**config.mk**
```make
export PLATFORM = sky130hd
export DESIGN_NAME = lite_pipe_top
export DESIGN_NICKNAME = d
export VERILOG_FILES = /design/src/source/lite_pkg.sv /design/src/source/ex_bus_if.sv /design/src/source/alu.sv /design/src/source/ex_stage.sv /design/src/source/id_stage.sv /design/src/source/lite_pipe_top.sv /design/src/source/mem_stage.sv
export SDC_FILE = /design/constraint.sdc
export NUM_CORES = 2
export LEC_CHECK = 0
export BUFFER_PORTS_ARGS = -buffer_cell sky130_fd_sc_hd__buf_4
export CORE_MARGIN = 2
export CORE_UTILIZATION = 55
export DETAILED_ROUTE_END_ITERATION = 6
export GPL_TIMING_DRIVEN = 0
export PLACE_DENSITY_LB_ADDON = 0.08
export SYNTH_ARGS = -nofsm -noshare
export SYNTH_HDL_FRONTEND = slang
export SYNTH_SLANG_ARGS = --single-unit
```
**constraint.sdc**
```tcl
create_clock -name clk -period 8.8 [get_ports clk]
set_clock_uncertainty 0.05 [all_clocks]
set_input_delay 0.88 -clock clk [delete_from_list [all_inputs] [get_ports clk]]
set_output_delay 0.88 -clock clk [all_outputs]
set_load 0.02 [all_outputs]
```
**src/source/lite_pkg.sv**
```systemverilog
`default_nettype none

package lite_pkg;

    localparam int xlen = 32;
    localparam logic [31:0] reset_pc = 32'h1c000000;
    localparam int dmem_words = 64;

    // one-hot bit positions of alu_op
    localparam int op_add = 0;
    localparam int op_sub = 1;
    localparam int op_slt = 2;
    localparam int op_sltu = 3;
    localparam int op_and = 4;
    localparam int op_nor = 5;
    localparam int op_or = 6;
    localparam int op_xor = 7;
    localparam int op_sll = 8;
    localparam int op_srl = 9;
    localparam int op_sra = 10;
    localparam int op_lu12i = 11;

    // one-hot bit positions of load_op, bits 7:5 spare
    localparam int ld_b = 0;
    localparam int ld_h = 1;
    localparam int ld_w = 2;
    localparam int ld_bu = 3;
    localparam int ld_hu = 4;

    // 3R opcodes, inst[31:15]
    localparam logic [16:0] opc_add_w = 17'h00020;
    localparam logic [16:0] opc_sub_w = 17'h00022;
    localparam logic [16:0] opc_slt = 17'h00024;
    localparam logic [16:0] opc_sltu = 17'h00025;
    localparam logic [16:0] opc_nor = 17'h00028;
    localparam logic [16:0] opc_and = 17'h00029;
    localparam logic [16:0] opc_or = 17'h0002a;
    localparam logic [16:0] opc_xor = 17'h0002b;
    localparam logic [16:0] opc_sll_w = 17'h0002e;
    localparam logic [16:0] opc_srl_w = 17'h0002f;
    localparam logic [16:0] opc_sra_w = 17'h00030;

    // 2RI12 opcodes, inst[31:22]
    localparam logic [9:0] opc_slti = 10'h008;
    localparam logic [9:0] opc_sltui = 10'h009;
    localparam logic [9:0] opc_addi_w = 10'h00a;
    localparam logic [9:0] opc_andi = 10'h00d;
    localparam logic [9:0] opc_ori = 10'h00e;
    localparam logic [9:0] opc_xori = 10'h00f;
    localparam logic [9:0] opc_ld_b = 10'h0a0;
    localparam logic [9:0] opc_ld_h = 10'h0a1;
    localparam logic [9:0] opc_ld_w = 10'h0a2;
    localparam logic [9:0] opc_st_w = 10'h0a6;
    localparam logic [9:0] opc_ld_bu = 10'h0a8;
    localparam logic [9:0] opc_ld_hu = 10'h0a9;

    typedef struct packed {
        logic [16:0] opcode;
        logic [4:0] rk;
        logic [4:0] rj;
        logic [4:0] rd;
    } r3_fmt;

    typedef struct packed {
        logic [9:0] opcode;
        logic [11:0] imm12;
        logic [4:0] rj;
        logic [4:0] rd;
    } ri12_fmt;

    typedef union packed {
        r3_fmt r3;
        ri12_fmt ri12;
    } inst_word_u;

endpackage

`default_nettype wire

```
**src/source/ex_bus_if.sv**
```systemverilog
`default_nettype none

interface ex_bus_if;
    logic valid;
    logic ready;
    logic [lite_pkg::xlen-1:0] pc;
    logic [11:0] alu_op;
    logic [7:0] load_op;
    logic src2_is_imm;
    logic res_from_mem;
    logic gr_we;
    logic mem_we;
    logic [4:0] dest;
    logic [lite_pkg::xlen-1:0] imm;
    logic [lite_pkg::xlen-1:0] rj_value;
    logic [lite_pkg::xlen-1:0] rkd_value;

    modport producer (
        output valid, pc, alu_op, load_op, src2_is_imm, res_from_mem,
        output gr_we, mem_we, dest, imm, rj_value, rkd_value,
        input ready
    );

    modport consumer (
        input valid, pc, alu_op, load_op, src2_is_imm, res_from_mem,
        input gr_we, mem_we, dest, imm, rj_value, rkd_value,
        output ready
    );
endinterface

interface mem_bus_if;
    logic valid;
    logic ready;
    logic [lite_pkg::xlen-1:0] pc;
    logic [lite_pkg::xlen-1:0] alu_result;
    logic [7:0] load_op;
    logic res_from_mem;
    logic gr_we;
    logic mem_we;
    logic [4:0] dest;
    logic [lite_pkg::xlen-1:0] rkd_value;

    modport producer (
        output valid, pc, alu_result, load_op, res_from_mem, gr_we, mem_we,
        output dest, rkd_value,
        input ready
    );

    modport consumer (
        input valid, pc, alu_result, load_op, res_from_mem, gr_we, mem_we,
        input dest, rkd_value,
        output ready
    );
endinterface

`default_nettype wire

```
**src/source/alu.sv**
```systemverilog
`default_nettype none

module alu (
    input logic [11:0] alu_op,
    input logic [31:0] alu_src1,
    input logic [31:0] alu_src2,
    output logic [31:0] alu_result
);

    logic do_sub;
    logic [31:0] adder_b;
    logic [31:0] sum;
    logic carry;
    logic slt_bit;
    logic sltu_bit;
    logic [31:0] sll_result;
    logic [31:0] srl_result;
    logic [31:0] sra_result;

    // compares reuse the subtractor
    assign do_sub = alu_op[lite_pkg::op_sub] | alu_op[lite_pkg::op_slt]
                  | alu_op[lite_pkg::op_sltu];
    assign adder_b = do_sub ? ~alu_src2 : alu_src2;
    assign {carry, sum} = {1'b0, alu_src1} + {1'b0, adder_b} + {32'b0, do_sub};

    assign slt_bit = (alu_src1[31] & ~alu_src2[31])
                   | (~(alu_src1[31] ^ alu_src2[31]) & sum[31]);
    assign sltu_bit = ~carry; // borrow out

    assign sll_result = alu_src1 << alu_src2[4:0];
    assign srl_result = alu_src1 >> alu_src2[4:0];
    assign sra_result = $signed(alu_src1) >>> alu_src2[4:0];

    assign alu_result =
          ({32{alu_op[lite_pkg::op_add] | alu_op[lite_pkg::op_sub]}} & sum)
        | ({32{alu_op[lite_pkg::op_slt]}} & {31'b0, slt_bit})
        | ({32{alu_op[lite_pkg::op_sltu]}} & {31'b0, sltu_bit})
        | ({32{alu_op[lite_pkg::op_and]}} & (alu_src1 & alu_src2))
        | ({32{alu_op[lite_pkg::op_nor]}} & ~(alu_src1 | alu_src2))
        | ({32{alu_op[lite_pkg::op_or]}} & (alu_src1 | alu_src2))
        | ({32{alu_op[lite_pkg::op_xor]}} & (alu_src1 ^ alu_src2))
        | ({32{alu_op[lite_pkg::op_sll]}} & sll_result)
        | ({32{alu_op[lite_pkg::op_srl]}} & srl_result)
        | ({32{alu_op[lite_pkg::op_sra]}} & sra_result);

endmodule

`default_nettype wire

```
**src/source/ex_stage.sv**
```systemverilog
`default_nettype none

module ex_stage (
    input logic clk,
    input logic rst,
    ex_bus_if.consumer up,
    mem_bus_if.producer down
);

    logic [31:0] alu_src2;
    logic [31:0] alu_result;
    logic accept;

    assign up.ready = ~rst & (~down.valid | down.ready);
    assign accept = up.valid & up.ready;

    assign alu_src2 = up.src2_is_imm ? up.imm : up.rkd_value;

    alu i_alu (
        .alu_op(up.alu_op),
        .alu_src1(up.rj_value),
        .alu_src2(alu_src2),
        .alu_result(alu_result)
    );

    always_ff @(posedge clk) begin
        if (rst) begin
            down.valid <= 1'b0;
        end else if (up.ready) begin
            down.valid <= up.valid;
        end
    end

    always_ff @(posedge clk) begin
        if (accept) begin
            down.pc <= up.pc;
            down.alu_result <= alu_result;
            down.load_op <= up.load_op;
            down.res_from_mem <= up.res_from_mem;
            down.gr_we <= up.gr_we;
            down.mem_we <= up.mem_we;
            down.dest <= up.dest;
            down.rkd_value <= up.rkd_value; // store data
        end
    end

endmodule

`default_nettype wire

```
**src/source/id_stage.sv**
```systemverilog
`default_nettype none

module id_stage (
    input logic clk,
    input logic rst,
    input logic in_valid,
    output logic in_ready,
    input logic [31:0] inst,
    input logic [31:0] pc,
    input logic [31:0] rj_value,
    input logic [31:0] rkd_value,
    ex_bus_if.producer down
);

    lite_pkg::inst_word_u inst_q;
    logic [31:0] pc_q;
    logic [31:0] rj_q;
    logic [31:0] rkd_q;
    logic out_valid;
    logic accept;

    logic [11:0] r3_op;
    logic [11:0] ri_op;
    logic [7:0] ld_sel;
    logic is_load;
    logic is_store;
    logic imm_zext;

    assign in_ready = ~rst & (~out_valid | down.ready);
    assign accept = in_valid & in_ready;

    always_ff @(posedge clk) begin
        if (rst) begin
            out_valid <= 1'b0;
        end else if (in_ready) begin
            out_valid <= in_valid;
        end
    end

    always_ff @(posedge clk) begin
        if (accept) begin
            inst_q <= inst;
            pc_q <= pc;
            rj_q <= rj_value;
            rkd_q <= rkd_value;
        end
    end

    always_comb begin
        r3_op = '0;
        ri_op = '0;
        ld_sel = '0;
        is_store = 1'b0;
        case (inst_q.r3.opcode)
            lite_pkg::opc_add_w: r3_op[lite_pkg::op_add] = 1'b1;
            lite_pkg::opc_sub_w: r3_op[lite_pkg::op_sub] = 1'b1;
            lite_pkg::opc_slt: r3_op[lite_pkg::op_slt] = 1'b1;
            lite_pkg::opc_sltu: r3_op[lite_pkg::op_sltu] = 1'b1;
            lite_pkg::opc_nor: r3_op[lite_pkg::op_nor] = 1'b1;
            lite_pkg::opc_and: r3_op[lite_pkg::op_and] = 1'b1;
            lite_pkg::opc_or: r3_op[lite_pkg::op_or] = 1'b1;
            lite_pkg::opc_xor: r3_op[lite_pkg::op_xor] = 1'b1;
            lite_pkg::opc_sll_w: r3_op[lite_pkg::op_sll] = 1'b1;
            lite_pkg::opc_srl_w: r3_op[lite_pkg::op_srl] = 1'b1;
            lite_pkg::opc_sra_w: r3_op[lite_pkg::op_sra] = 1'b1;
            default: r3_op = '0;
        endcase
        case (inst_q.ri12.opcode)
            lite_pkg::opc_addi_w: ri_op[lite_pkg::op_add] = 1'b1;
            lite_pkg::opc_slti: ri_op[lite_pkg::op_slt] = 1'b1;
            lite_pkg::opc_sltui: ri_op[lite_pkg::op_sltu] = 1'b1;
            lite_pkg::opc_andi: ri_op[lite_pkg::op_and] = 1'b1;
            lite_pkg::opc_ori: ri_op[lite_pkg::op_or] = 1'b1;
            lite_pkg::opc_xori: ri_op[lite_pkg::op_xor] = 1'b1;
            lite_pkg::opc_ld_b: ld_sel[lite_pkg::ld_b] = 1'b1;
            lite_pkg::opc_ld_h: ld_sel[lite_pkg::ld_h] = 1'b1;
            lite_pkg::opc_ld_w: ld_sel[lite_pkg::ld_w] = 1'b1;
            lite_pkg::opc_ld_bu: ld_sel[lite_pkg::ld_bu] = 1'b1;
            lite_pkg::opc_ld_hu: ld_sel[lite_pkg::ld_hu] = 1'b1;
            lite_pkg::opc_st_w: is_store = 1'b1;
            default: ri_op = '0;
        endcase
    end

    assign is_load = |ld_sel;
    // logic immediates are zero-extended, arithmetic ones sign-extended
    assign imm_zext = ri_op[lite_pkg::op_and] | ri_op[lite_pkg::op_or] | ri_op[lite_pkg::op_xor];

    assign down.valid = out_valid;
    assign down.pc = pc_q;
    assign down.alu_op = r3_op | ri_op | {11'b0, is_load | is_store}; // address via add
    assign down.load_op = ld_sel;
    assign down.src2_is_imm = (|ri_op) | is_load | is_store;
    assign down.res_from_mem = is_load;
    assign down.gr_we = (|r3_op) | (|ri_op) | is_load; // unknown opcode writes nothing
    assign down.mem_we = is_store;
    assign down.dest = inst_q.r3.rd;
    assign down.imm = imm_zext ? {20'b0, inst_q.ri12.imm12}
                               : {{20{inst_q.ri12.imm12[11]}}, inst_q.ri12.imm12};
    assign down.rj_value = rj_q;
    assign down.rkd_value = rkd_q;

endmodule

`default_nettype wire

```
**src/source/lite_pipe_top.sv**
```systemverilog
`default_nettype none

module lite_pipe_top (
    input logic clk,
    input logic rst,
    input logic inst_valid,
    output logic inst_ready,
    input logic [31:0] inst,
    input logic [31:0] pc,
    input logic [31:0] rj_value,
    input logic [31:0] rkd_value,
    input logic wb_ready,
    output logic wb_valid,
    output logic [31:0] wb_pc,
    output logic [4:0] wb_dest,
    output logic wb_we,
    output logic [31:0] wb_data
);

    ex_bus_if ex_bus ();
    mem_bus_if mem_bus ();

    id_stage i_id_stage (
        .clk(clk),
        .rst(rst),
        .in_valid(inst_valid),
        .in_ready(inst_ready),
        .inst(inst),
        .pc(pc),
        .rj_value(rj_value),
        .rkd_value(rkd_value),
        .down(ex_bus.producer)
    );

    ex_stage i_ex_stage (
        .clk(clk),
        .rst(rst),
        .up(ex_bus.consumer),
        .down(mem_bus.producer)
    );

    mem_stage i_mem_stage (
        .clk(clk),
        .rst(rst),
        .up(mem_bus.consumer),
        .wb_ready(wb_ready),
        .wb_valid(wb_valid),
        .wb_we(wb_we),
        .wb_pc(wb_pc),
        .wb_data(wb_data),
        .wb_dest(wb_dest)
    );

endmodule

`default_nettype wire

```
**src/source/mem_stage.sv**
```systemverilog
`default_nettype none

module mem_stage (
    input logic clk,
    input logic rst,
    mem_bus_if.consumer up,
    input logic wb_ready,
    output logic wb_valid,
    output logic wb_we,
    output logic [31:0] wb_pc,
    output logic [31:0] wb_data,
    output logic [4:0] wb_dest
);

    logic [lite_pkg::xlen-1:0] dmem [lite_pkg::dmem_words];
    logic [$clog2(lite_pkg::dmem_words)-1:0] word_addr;
    logic [31:0] rdata;
    logic [31:0] shifted;
    logic [31:0] load_data;
    logic [31:0] result;
    logic accept;

    initial begin
        for (int i = 0; i < lite_pkg::dmem_words; i++) begin
            dmem[i] = '0;
        end
    end

    assign up.ready = ~rst & (~wb_valid | wb_ready);
    assign accept = up.valid & up.ready;

    assign word_addr = up.alu_result[$clog2(lite_pkg::dmem_words)+1:2];
    assign rdata = dmem[word_addr]; // async read at acceptance
    assign shifted = rdata >> {up.alu_result[1:0], 3'b000};

    assign load_data =
          ({32{up.load_op[lite_pkg::ld_b]}} & {{24{shifted[7]}}, shifted[7:0]})
        | ({32{up.load_op[lite_pkg::ld_bu]}} & {24'b0, shifted[7:0]})
        | ({32{up.load_op[lite_pkg::ld_h]}} & {{16{shifted[15]}}, shifted[15:0]})
        | ({32{up.load_op[lite_pkg::ld_hu]}} & {16'b0, shifted[15:0]})
        | ({32{up.load_op[lite_pkg::ld_w]}} & rdata);

    assign result = up.res_from_mem ? load_data : up.alu_result;

    always_ff @(posedge clk) begin
        if (accept && up.mem_we) begin
            dmem[word_addr] <= up.rkd_value; // st.w only, full word
        end
    end

    always_ff @(posedge clk) begin
        if (rst) begin
            wb_valid <= 1'b0;
            wb_pc <= lite_pkg::reset_pc;
        end else begin
            if (up.ready) begin
                wb_valid <= up.valid;
            end
            if (accept) begin
                wb_pc <= up.pc;
            end
        end
    end

    always_ff @(posedge clk) begin
        if (accept) begin
            wb_we <= up.gr_we;
            wb_dest <= up.dest;
            wb_data <= result;
        end
    end

endmodule

`default_nettype wire

```
### Word-level counts from Yosys, hierarchy flattened

Memory sizes are Yosys's and may differ from the RTL's. A register that Yosys moved wholly into a read port is not among the register bits.
Cells that the tools add are included.

* bits in registers: 310
* latch bits: 0
* memory bits (writable): 2048
* ROM bits: 0
* input port bits: 132
* logic and storage cells: 148
* memories kept: 1

* add/sub/neg operators: 2
* multiply operators: 0
* divide/modulo/power cells: 0
* order comparisons: 0
* eq/ne operators: 23
* shift operators: 4
* muxes and demuxes: 30
* bitwise logic cells: 65
* reductions and logical operators: 4

Memory list
* i_mem_stage.dmem: depth 64, bits a word 32, rd ports 1, clocked after Yosys merged registers in 1, write ports 1, RTL line mem_stage.sv:15 `logic [lite_pkg::xlen-1:0] dmem [lite_pkg::dmem_words];`

Operators with widths (count)
* bitwise OR 32 bit: 14
* AND 32 bit: 12
* equality test 17 x 6 -> 1 bit, second input constant: 11
* 2-to-1 mux 32 bit: 4
* AND 32 x 1 -> 32 bit: 2
* NOT 32 bit: 2
* equality test 10 x 4 -> 1 bit, second input constant: 6
* equality test 10 x 8 -> 1 bit, second input constant: 6
* adder 32 x 32 -> 33 bit: 1
* adder 33 x 1 -> 33 bit: 1
* AND 32 x 16 -> 32 bit: 1
* AND 32 x 8 -> 32 bit: 1
* left shift 32 x 5 -> 32 bit: 1
* right shift 32 x 5 -> 16 bit: 1
* right shift 32 x 5 -> 32 bit: 1
* >>> shifter 32 x 5 -> 32 bit: 1
* XOR 32 bit: 1
* 2-to-1 mux 1 bit: 25
* bitwise OR 1 bit: 14
* bitwise OR 11 x 1 -> 11 bit: 1
* bitwise OR 11 x 8 -> 11 bit: 1
* OR reduction 11 bit: 1
* AND 1 bit: 8
* NOT 1 bit: 7
* other kinds (5): 5

### Depth between registers and ports, before layout

* word-level depth: 23
* gate-level depth with buffers: 22
* depth with buffers taken out: 17

### Hierarchy

From an unflattened synthesis, not the netlist that was laid out.

* cell total of the unflattened synthesis: 5721
* area total of the unflattened synthesis: 95067.4 um2

By module, submodules not included
* mem_stage: times used 1, cells each 4321, area each 79004.5 um2, seq. area each 63300.7 um2
* alu: times used 1, cells each 1005, area each 7613.6 um2, seq. area each 0.0 um2
* id_stage: times used 1, cells each 242, area each 4494.3 um2, seq. area each 3713.6 um2
* ex_stage: times used 1, cells each 153, area each 3955.0 um2, seq. area each 3383.2 um2

### Worst setup path before layout

OpenSTA, ideal clock, no wires.

* kind: reg2reg
* start point: register i_id_stage.inst_q[27] (netlist name)
* end point: register i_ex_stage.down.alu_result[30] (data pin)
* library setup time: 0.259 ns
* arrival time: 5.147 ns
* required time: 8.491 ns
* setup slack: 3.344 ns
* cell stages (with the launch flop): 21
* path buffers: 4
* period minus slack after synthesis: 5.456 ns
* cell sequence: edfxtp_1 > clkbuf_1 > or3b_1 > a2111oi_4 > o21ai_2 > nand2_4 > buf_1 > buf_1 > buf_2 > xnor2_1 > ha_1 > a211oi_1 > or2_2 > a211oi_1 > o211ai_1 > a211oi_1 > o21bai_1 > a21boi_0 > o21ai_0 > mux2i_1 > a211o_1

* cells in the longest elaborated chain, start to end: 20
* elaborated cells between the ends (all ways): 90
* classes of those cells: add/sub: 2; eq/ne: 23; shift: 3; mux: 26; bitwise: 34; reduce/logical: 2

Ends and longest elaborated chain
* from (decl): RTL line id_stage.sv:15 `lite_pkg::inst_word_u inst_q;`
* from (signal assigned): RTL line id_stage.sv:42 `inst_q <= inst;`
* equality test 10 x 4 -> 1 bit or equality test 10 x 8 -> 1 bit (tied branches): RTL line id_stage.sv:68 `case (inst_q.ri12.opcode)`
* 2-to-1 mux 1 bit: RTL line id_stage.sv:68
* OR reduction 6 bit (tied with other cells): RTL line id_stage.sv:93 `assign down.src2_is_imm = (|ri_op) | is_load | is_store;`
* bitwise OR 1 bit (on tied branches): RTL line id_stage.sv:93, id_stage.sv:87
* bitwise OR 1 bit or 2-to-1 mux 32 bit (tied branches): RTL line id_stage.sv:93, id_stage.sv:98
* 2-to-1 mux 32 bit: RTL line ex_stage.sv:17 `assign alu_src2 = up.src2_is_imm ? up.imm : up.rkd_value;`
* NOT 32 bit: RTL line alu.sv:23 `assign adder_b = do_sub ? ~alu_src2 : alu_src2;`
* 2-to-1 mux 32 bit: RTL line alu.sv:23
* (+5 left out)
* bitwise OR 32 bit: RTL line alu.sv:38 `| ({32{alu_op[lite_pkg::op_and]}} & (alu_src1 & alu_src2))`
* bitwise OR 32 bit: RTL line alu.sv:39 `| ({32{alu_op[lite_pkg::op_nor]}} & ~(alu_src1 | alu_src2))`
* bitwise OR 32 bit: RTL line alu.sv:40 `| ({32{alu_op[lite_pkg::op_or]}} & (alu_src1 | alu_src2))`
* bitwise OR 32 bit: RTL line alu.sv:41 `| ({32{alu_op[lite_pkg::op_xor]}} & (alu_src1 ^ alu_src2))`
* bitwise OR 32 bit: RTL line alu.sv:42 `| ({32{alu_op[lite_pkg::op_sll]}} & sll_result)`
* bitwise OR 32 bit: RTL line alu.sv:43 `| ({32{alu_op[lite_pkg::op_srl]}} & srl_result)`
* bitwise OR 32 bit (*): RTL line alu.sv:44 `| ({32{alu_op[lite_pkg::op_sra]}} & sra_result);`
* named net i_ex_stage.alu_result[30]: RTL line ex_stage.sv:11 `logic [31:0] alu_result;`
* to (decl): RTL line ex_bus_if.sv:44 `output valid, pc, alu_result, load_op, res_from_mem, gr_we, mem_we,`

Mark *: on every way through the listed nets, which the timed path passes. The rest lies on a longest branch.
A chain may end at the register's enable or synchronous reset.

### Worst setup path in the final report

* start point: register i_id_stage.inst_q[31] (netlist name)
* end point: register i_ex_stage.down.alu_result[0] (data pin)

* cells in the longest elaborated chain, start to end: 22
* elaborated cells between the ends (all ways): 97
* classes of those cells: add/sub: 2; eq/ne: 23; shift: 3; mux: 26; bitwise: 41; reduce/logical: 2

Ends and longest elaborated chain (RTL line)
* equality test 10 x 4 -> 1 bit or equality test 10 x 8 -> 1 bit (tied branches): id_stage.sv:68
* 2-to-1 mux 1 bit: id_stage.sv:68
* OR reduction 6 bit (tied with other cells): id_stage.sv:93
* bitwise OR 1 bit (on tied branches): id_stage.sv:93, id_stage.sv:87
* bitwise OR 1 bit or 2-to-1 mux 32 bit (tied branches): id_stage.sv:93, id_stage.sv:98
* 2-to-1 mux 32 bit: ex_stage.sv:17
* NOT 32 bit: alu.sv:23
* 2-to-1 mux 32 bit: alu.sv:23
* (+7 left out)
* bitwise OR 32 bit: alu.sv:38
* bitwise OR 32 bit: alu.sv:39
* bitwise OR 32 bit: alu.sv:40
* bitwise OR 32 bit: alu.sv:41
* bitwise OR 32 bit: alu.sv:42
* bitwise OR 32 bit: alu.sv:43
* bitwise OR 32 bit (*): alu.sv:44
* named net i_ex_stage.alu_result[0]: ex_stage.sv:11

Marked as above.

==> out/summary.txt <==
Routed WL per cell - 42.00 µm
Fin Setup TNS - 0 ps
Share of the synthesized area in the top cell type - 71.66%
Clock power share - 41.2%
Slowest stage delay, CP - 950 ps
Switch Pwr - 5.248 mW
Leak - 36.52 nW
Final Hold Vio Count - 0
CP max FO - 10
Wirelength, routed - 340400 µm
Synth area leaders - edfxtp_1 72%, mux4_2 15%, mux2i_1 1.4%
Finish-stage setup viols - 0
P_int - 18.16 mW
Clock Sinks - 2359
Post-synth top flop - edfxtp_1
Share of cells above drive strength 1 - 27.05%
CORE AREA - 0.1757 mm²
Layout area overhead - 16.99%
Syn Nets - 5193
WP depth - 20
Comb power frac - 6.0%
Data required time of the critical path - 9270 ps
Synth Register Bits - 2359
Worst Path Arrival - 9090 ps
CTS Root Cell - clkbuf_16
Setup CP Type - flop to flop
Crit start category - flop
Final WS setup - 179.2 ps
Row cnt - 154
Worst slew margin - -8.841%
Initial core utilization - 55.28%
Syn_area_per_cell - 19.57 µm²
CP cell instances - buf_2 > nor4_2 > o2111ai_2 > nand2_1 > mux2_2 > buf_2 > buf_1 > buf_1 > xnor2_1 > ha_1 > o21ai_0 > or2_2 > a211oi_1 > o211ai_1 > a211oi_1 > o21bai_1 > nand2_1 > a41o_1 > a221o_1 > nand4_1
R2R depth - 20
Slew Limit Fails - 15
Hold Crit Depth - 1
Most common cell in the synthesized netlist - edfxtp_1
Reg power frac - 52.8%
Min Tclk post-route - 8621 ps
Seq/Total Area, Yosys - 72.50%
Max Root-Sink Buffers - 3
First-pass GRT wire length - 460100 µm
Post-DP HPWL - 238900 µm
Layout Nets - 5800
Vias - 56580
TritonCTS Buffers - 224
Syn Inst Count - 4963
EDFF count, synth - 2318
Placement Setup Slack - 215.7 ps
Initial antenna violation count - 6
Clk pin slew, worst setup/hold paths - 60 ps
Residual DRC - 1
Synth cell types - 94
Largest net degree at the start of global routing - 84
Failing checks - DRC, capacitance limit, slew limit
Vias in the first global route - 54850
Final Power - 23.40 mW
Iteration-0 DRC Markers - 8738
Max cap viols - 3
Leading area contributor after synthesis - edfxtp_1
Io pins - 204
Die height - 424.3 µm
Total gr overflow - 0
Cells after DPL - 7684
Synth top cells by count - 2318 x edfxtp_1, 660 x mux4_2, 240 x nand2_1
Critical Path Slowest Stage Cell - a211oi_1
CTS tree - built
Sw Share - 22.42%
CP Capture Type - flop
Gpl congestion - 0.9854
Tcrit/Tclk final - 97.96%
Mapped cell area - 0.09714 mm²
Global Route Usage Sum - 38.09%
Outcome - finished with violations
First-pass detailed-route iteration total - 7
Cell family with most CP delay - compound AO/OA/AOI/OAI gates
Pwr dens - 206.0 mW/mm²
ANT cells - 0
Ys Warns - 0
Clk Latency, worst-skew pair - 900 ps
Routed Antenna Nets - 0
Fmax - 116.0 MHz
H-tree depth - 4
Vias/cell - 6.981
Unrepaired setup endpoints after global routing - no
Async set-or-reset flop fraction in the synthesized netlist - 0%
WP buf/inv - 4
Non-Filler Instances - 8104
Port bufs - 198
Worst slew pin tran - 1633 ps
Die Footprint - 0.1800 mm²
Maximum VDD drop - 217.4 µV
Hold crit path type - input pin to flop
Die width - 424.3 µm
==> logic make-up after synthesis <==
logic type	share of synthesized area [%]
flops	72.50
mux	16.97
simple gates	3.339
compound gates	3.917
buf+inv	1.541
fa+ha+maj	1.270
xor+xnor	0.4598
==> worst register-to-register path, stage by stage, from the launching register on <==
cell and delay (ps):
edfxtp_1 360, buf_2 180, nor4_2 750, o2111ai_2 470
nand2_1 650, mux2_2 310, buf_2 420, buf_1 650
buf_1 680, xnor2_1 170, ha_1 380, o21ai_0 110
or2_2 310, a211oi_1 950, o211ai_1 330, a211oi_1 530
o21bai_1 170, nand2_1 120, a41o_1 350, a221o_1 250
nand4_1 130
==> path summary, 6_finish.rpt <==
path	start	to	slack, ps
worst max-delay path	i_id_stage.inst_q[31]$_DFFE_PP_	i_ex_stage.down.alu_result[0]$_DFFE_PP_	180
worst min-delay path	rkd_value[0]	i_id_stage.down.rkd_value[0]$_DFFE_PP_	110
worst max register to register	i_id_stage.inst_q[31]$_DFFE_PP_	i_ex_stage.down.alu_result[0]$_DFFE_PP_	180
worst min register to register	i_id_stage.down.pc[8]$_DFFE_PP_	i_ex_stage.down.pc[8]$_DFFE_PP_	300
==> metrics by stage <==
stage / hold slack [ps] / util, % / instance area (µm²)
floorplan: 350.3 / - / 97140
global placement: 350.4 / 57.79 / 101600
detailed placement: 354.5 / 60.50 / 106300
CTS: 58.77 / 64.67 / 113600
global route: 87.66 / 64.67 / 113600
finish: 111.7 / 64.67 / 113600
==> power by group through the flow <==
stage | sequential, mW | combinational [mW] | clock [mW]
after global routing | 12.3 | 1.44 | 10.1
after floorplan | 12.5 | 0.753 | 0
final | 12.4 | 1.40 | 9.65
after CTS | 12.4 | 1.36 | 9.70
after detailed placement | 12.6 | 1.35 | 0
after global placement | 12.6 | 1.33 | 0
==> flip-flops by register name, indices dropped and copies added (netlist names), 5 cells and up, named ones only <==
register                    count
i_mem_stage.wb_pc              32
i_ex_stage.down.dest            5
i_id_stage.inst_q              27
i_id_stage.down.rkd_value      32
i_ex_stage.down.load_op         5
i_mem_stage.wb_dest             5
i_ex_stage.down.pc             32
i_mem_stage.dmem             2048
i_mem_stage.wb_data            32
i_ex_stage.down.rkd_value      32
i_ex_stage.down.alu_result     32
i_id_stage.down.pc             32
i_id_stage.down.rj_value       32
==> routing by layer <==
metal / vias to the layer above / wire length, µm / global-route usage [%]
met5: - / 8 / 0
met4: 2 / 20820 / 19.19
met3: 932 / 39270 / 9.263
met2: 4089 / 157200 / 58.43
met1: 29700 / 123100 / 51.56
li1: 21860 / - / -
==> cell usage in the layout (no fill, tap or decap), drive strengths merged, types with 26 or more instances in the layout <==
| master | synthesis | layout |
|---|---|---|
| a21oi | 134 | 134 |
| nand3b | 31 | 31 |
| clkbuf | 134 | 429 |
| buf | 140 | 520 |
| nand3 | 60 | 60 |
| mux2i | 137 | 137 |
| dfxtp | 41 | 41 |
| nand2 | 241 | 241 |
| inv | 86 | 93 |
| xor2 | 35 | 35 |
| clkinv | 2 | 93 |
| edfxtp | 2318 | 2318 |
| mux4 | 660 | 660 |
| nor2 | 224 | 224 |
| o21ai | 124 | 124 |
| nand4 | 26 | 26 |
| a211oi | 45 | 45 |
| nor3 | 36 | 36 |
| a221oi | 30 | 30 |
| ha | 97 | 97 |
| a31oi | 31 | 31 |
==> cell type report <==
| type | count | area (µm²) |
|---|---|---|
| clock buffers | 294 | 5939 |
| inverters | 88 | 335.3 |
| multi-input cells | 2242 | 25710 |
| well taps | 2340 | 2928 |
| fillers | 11810 | 62090 |
| plain buffers | 274 | 1177 |
| clock inverters | 126 | 1381 |
| flip-flops and latches | 2359 | 70430 |
| repair buffers | 381 | 5738 |
==> timing repair <==
item,CTS,global route
hold buffers,0,0
setup buffers,0,0
gates resized for setup,0,2
endpoints found under the setup margin,0,2
Note: power is estimated with default switching activity, not from simulation.
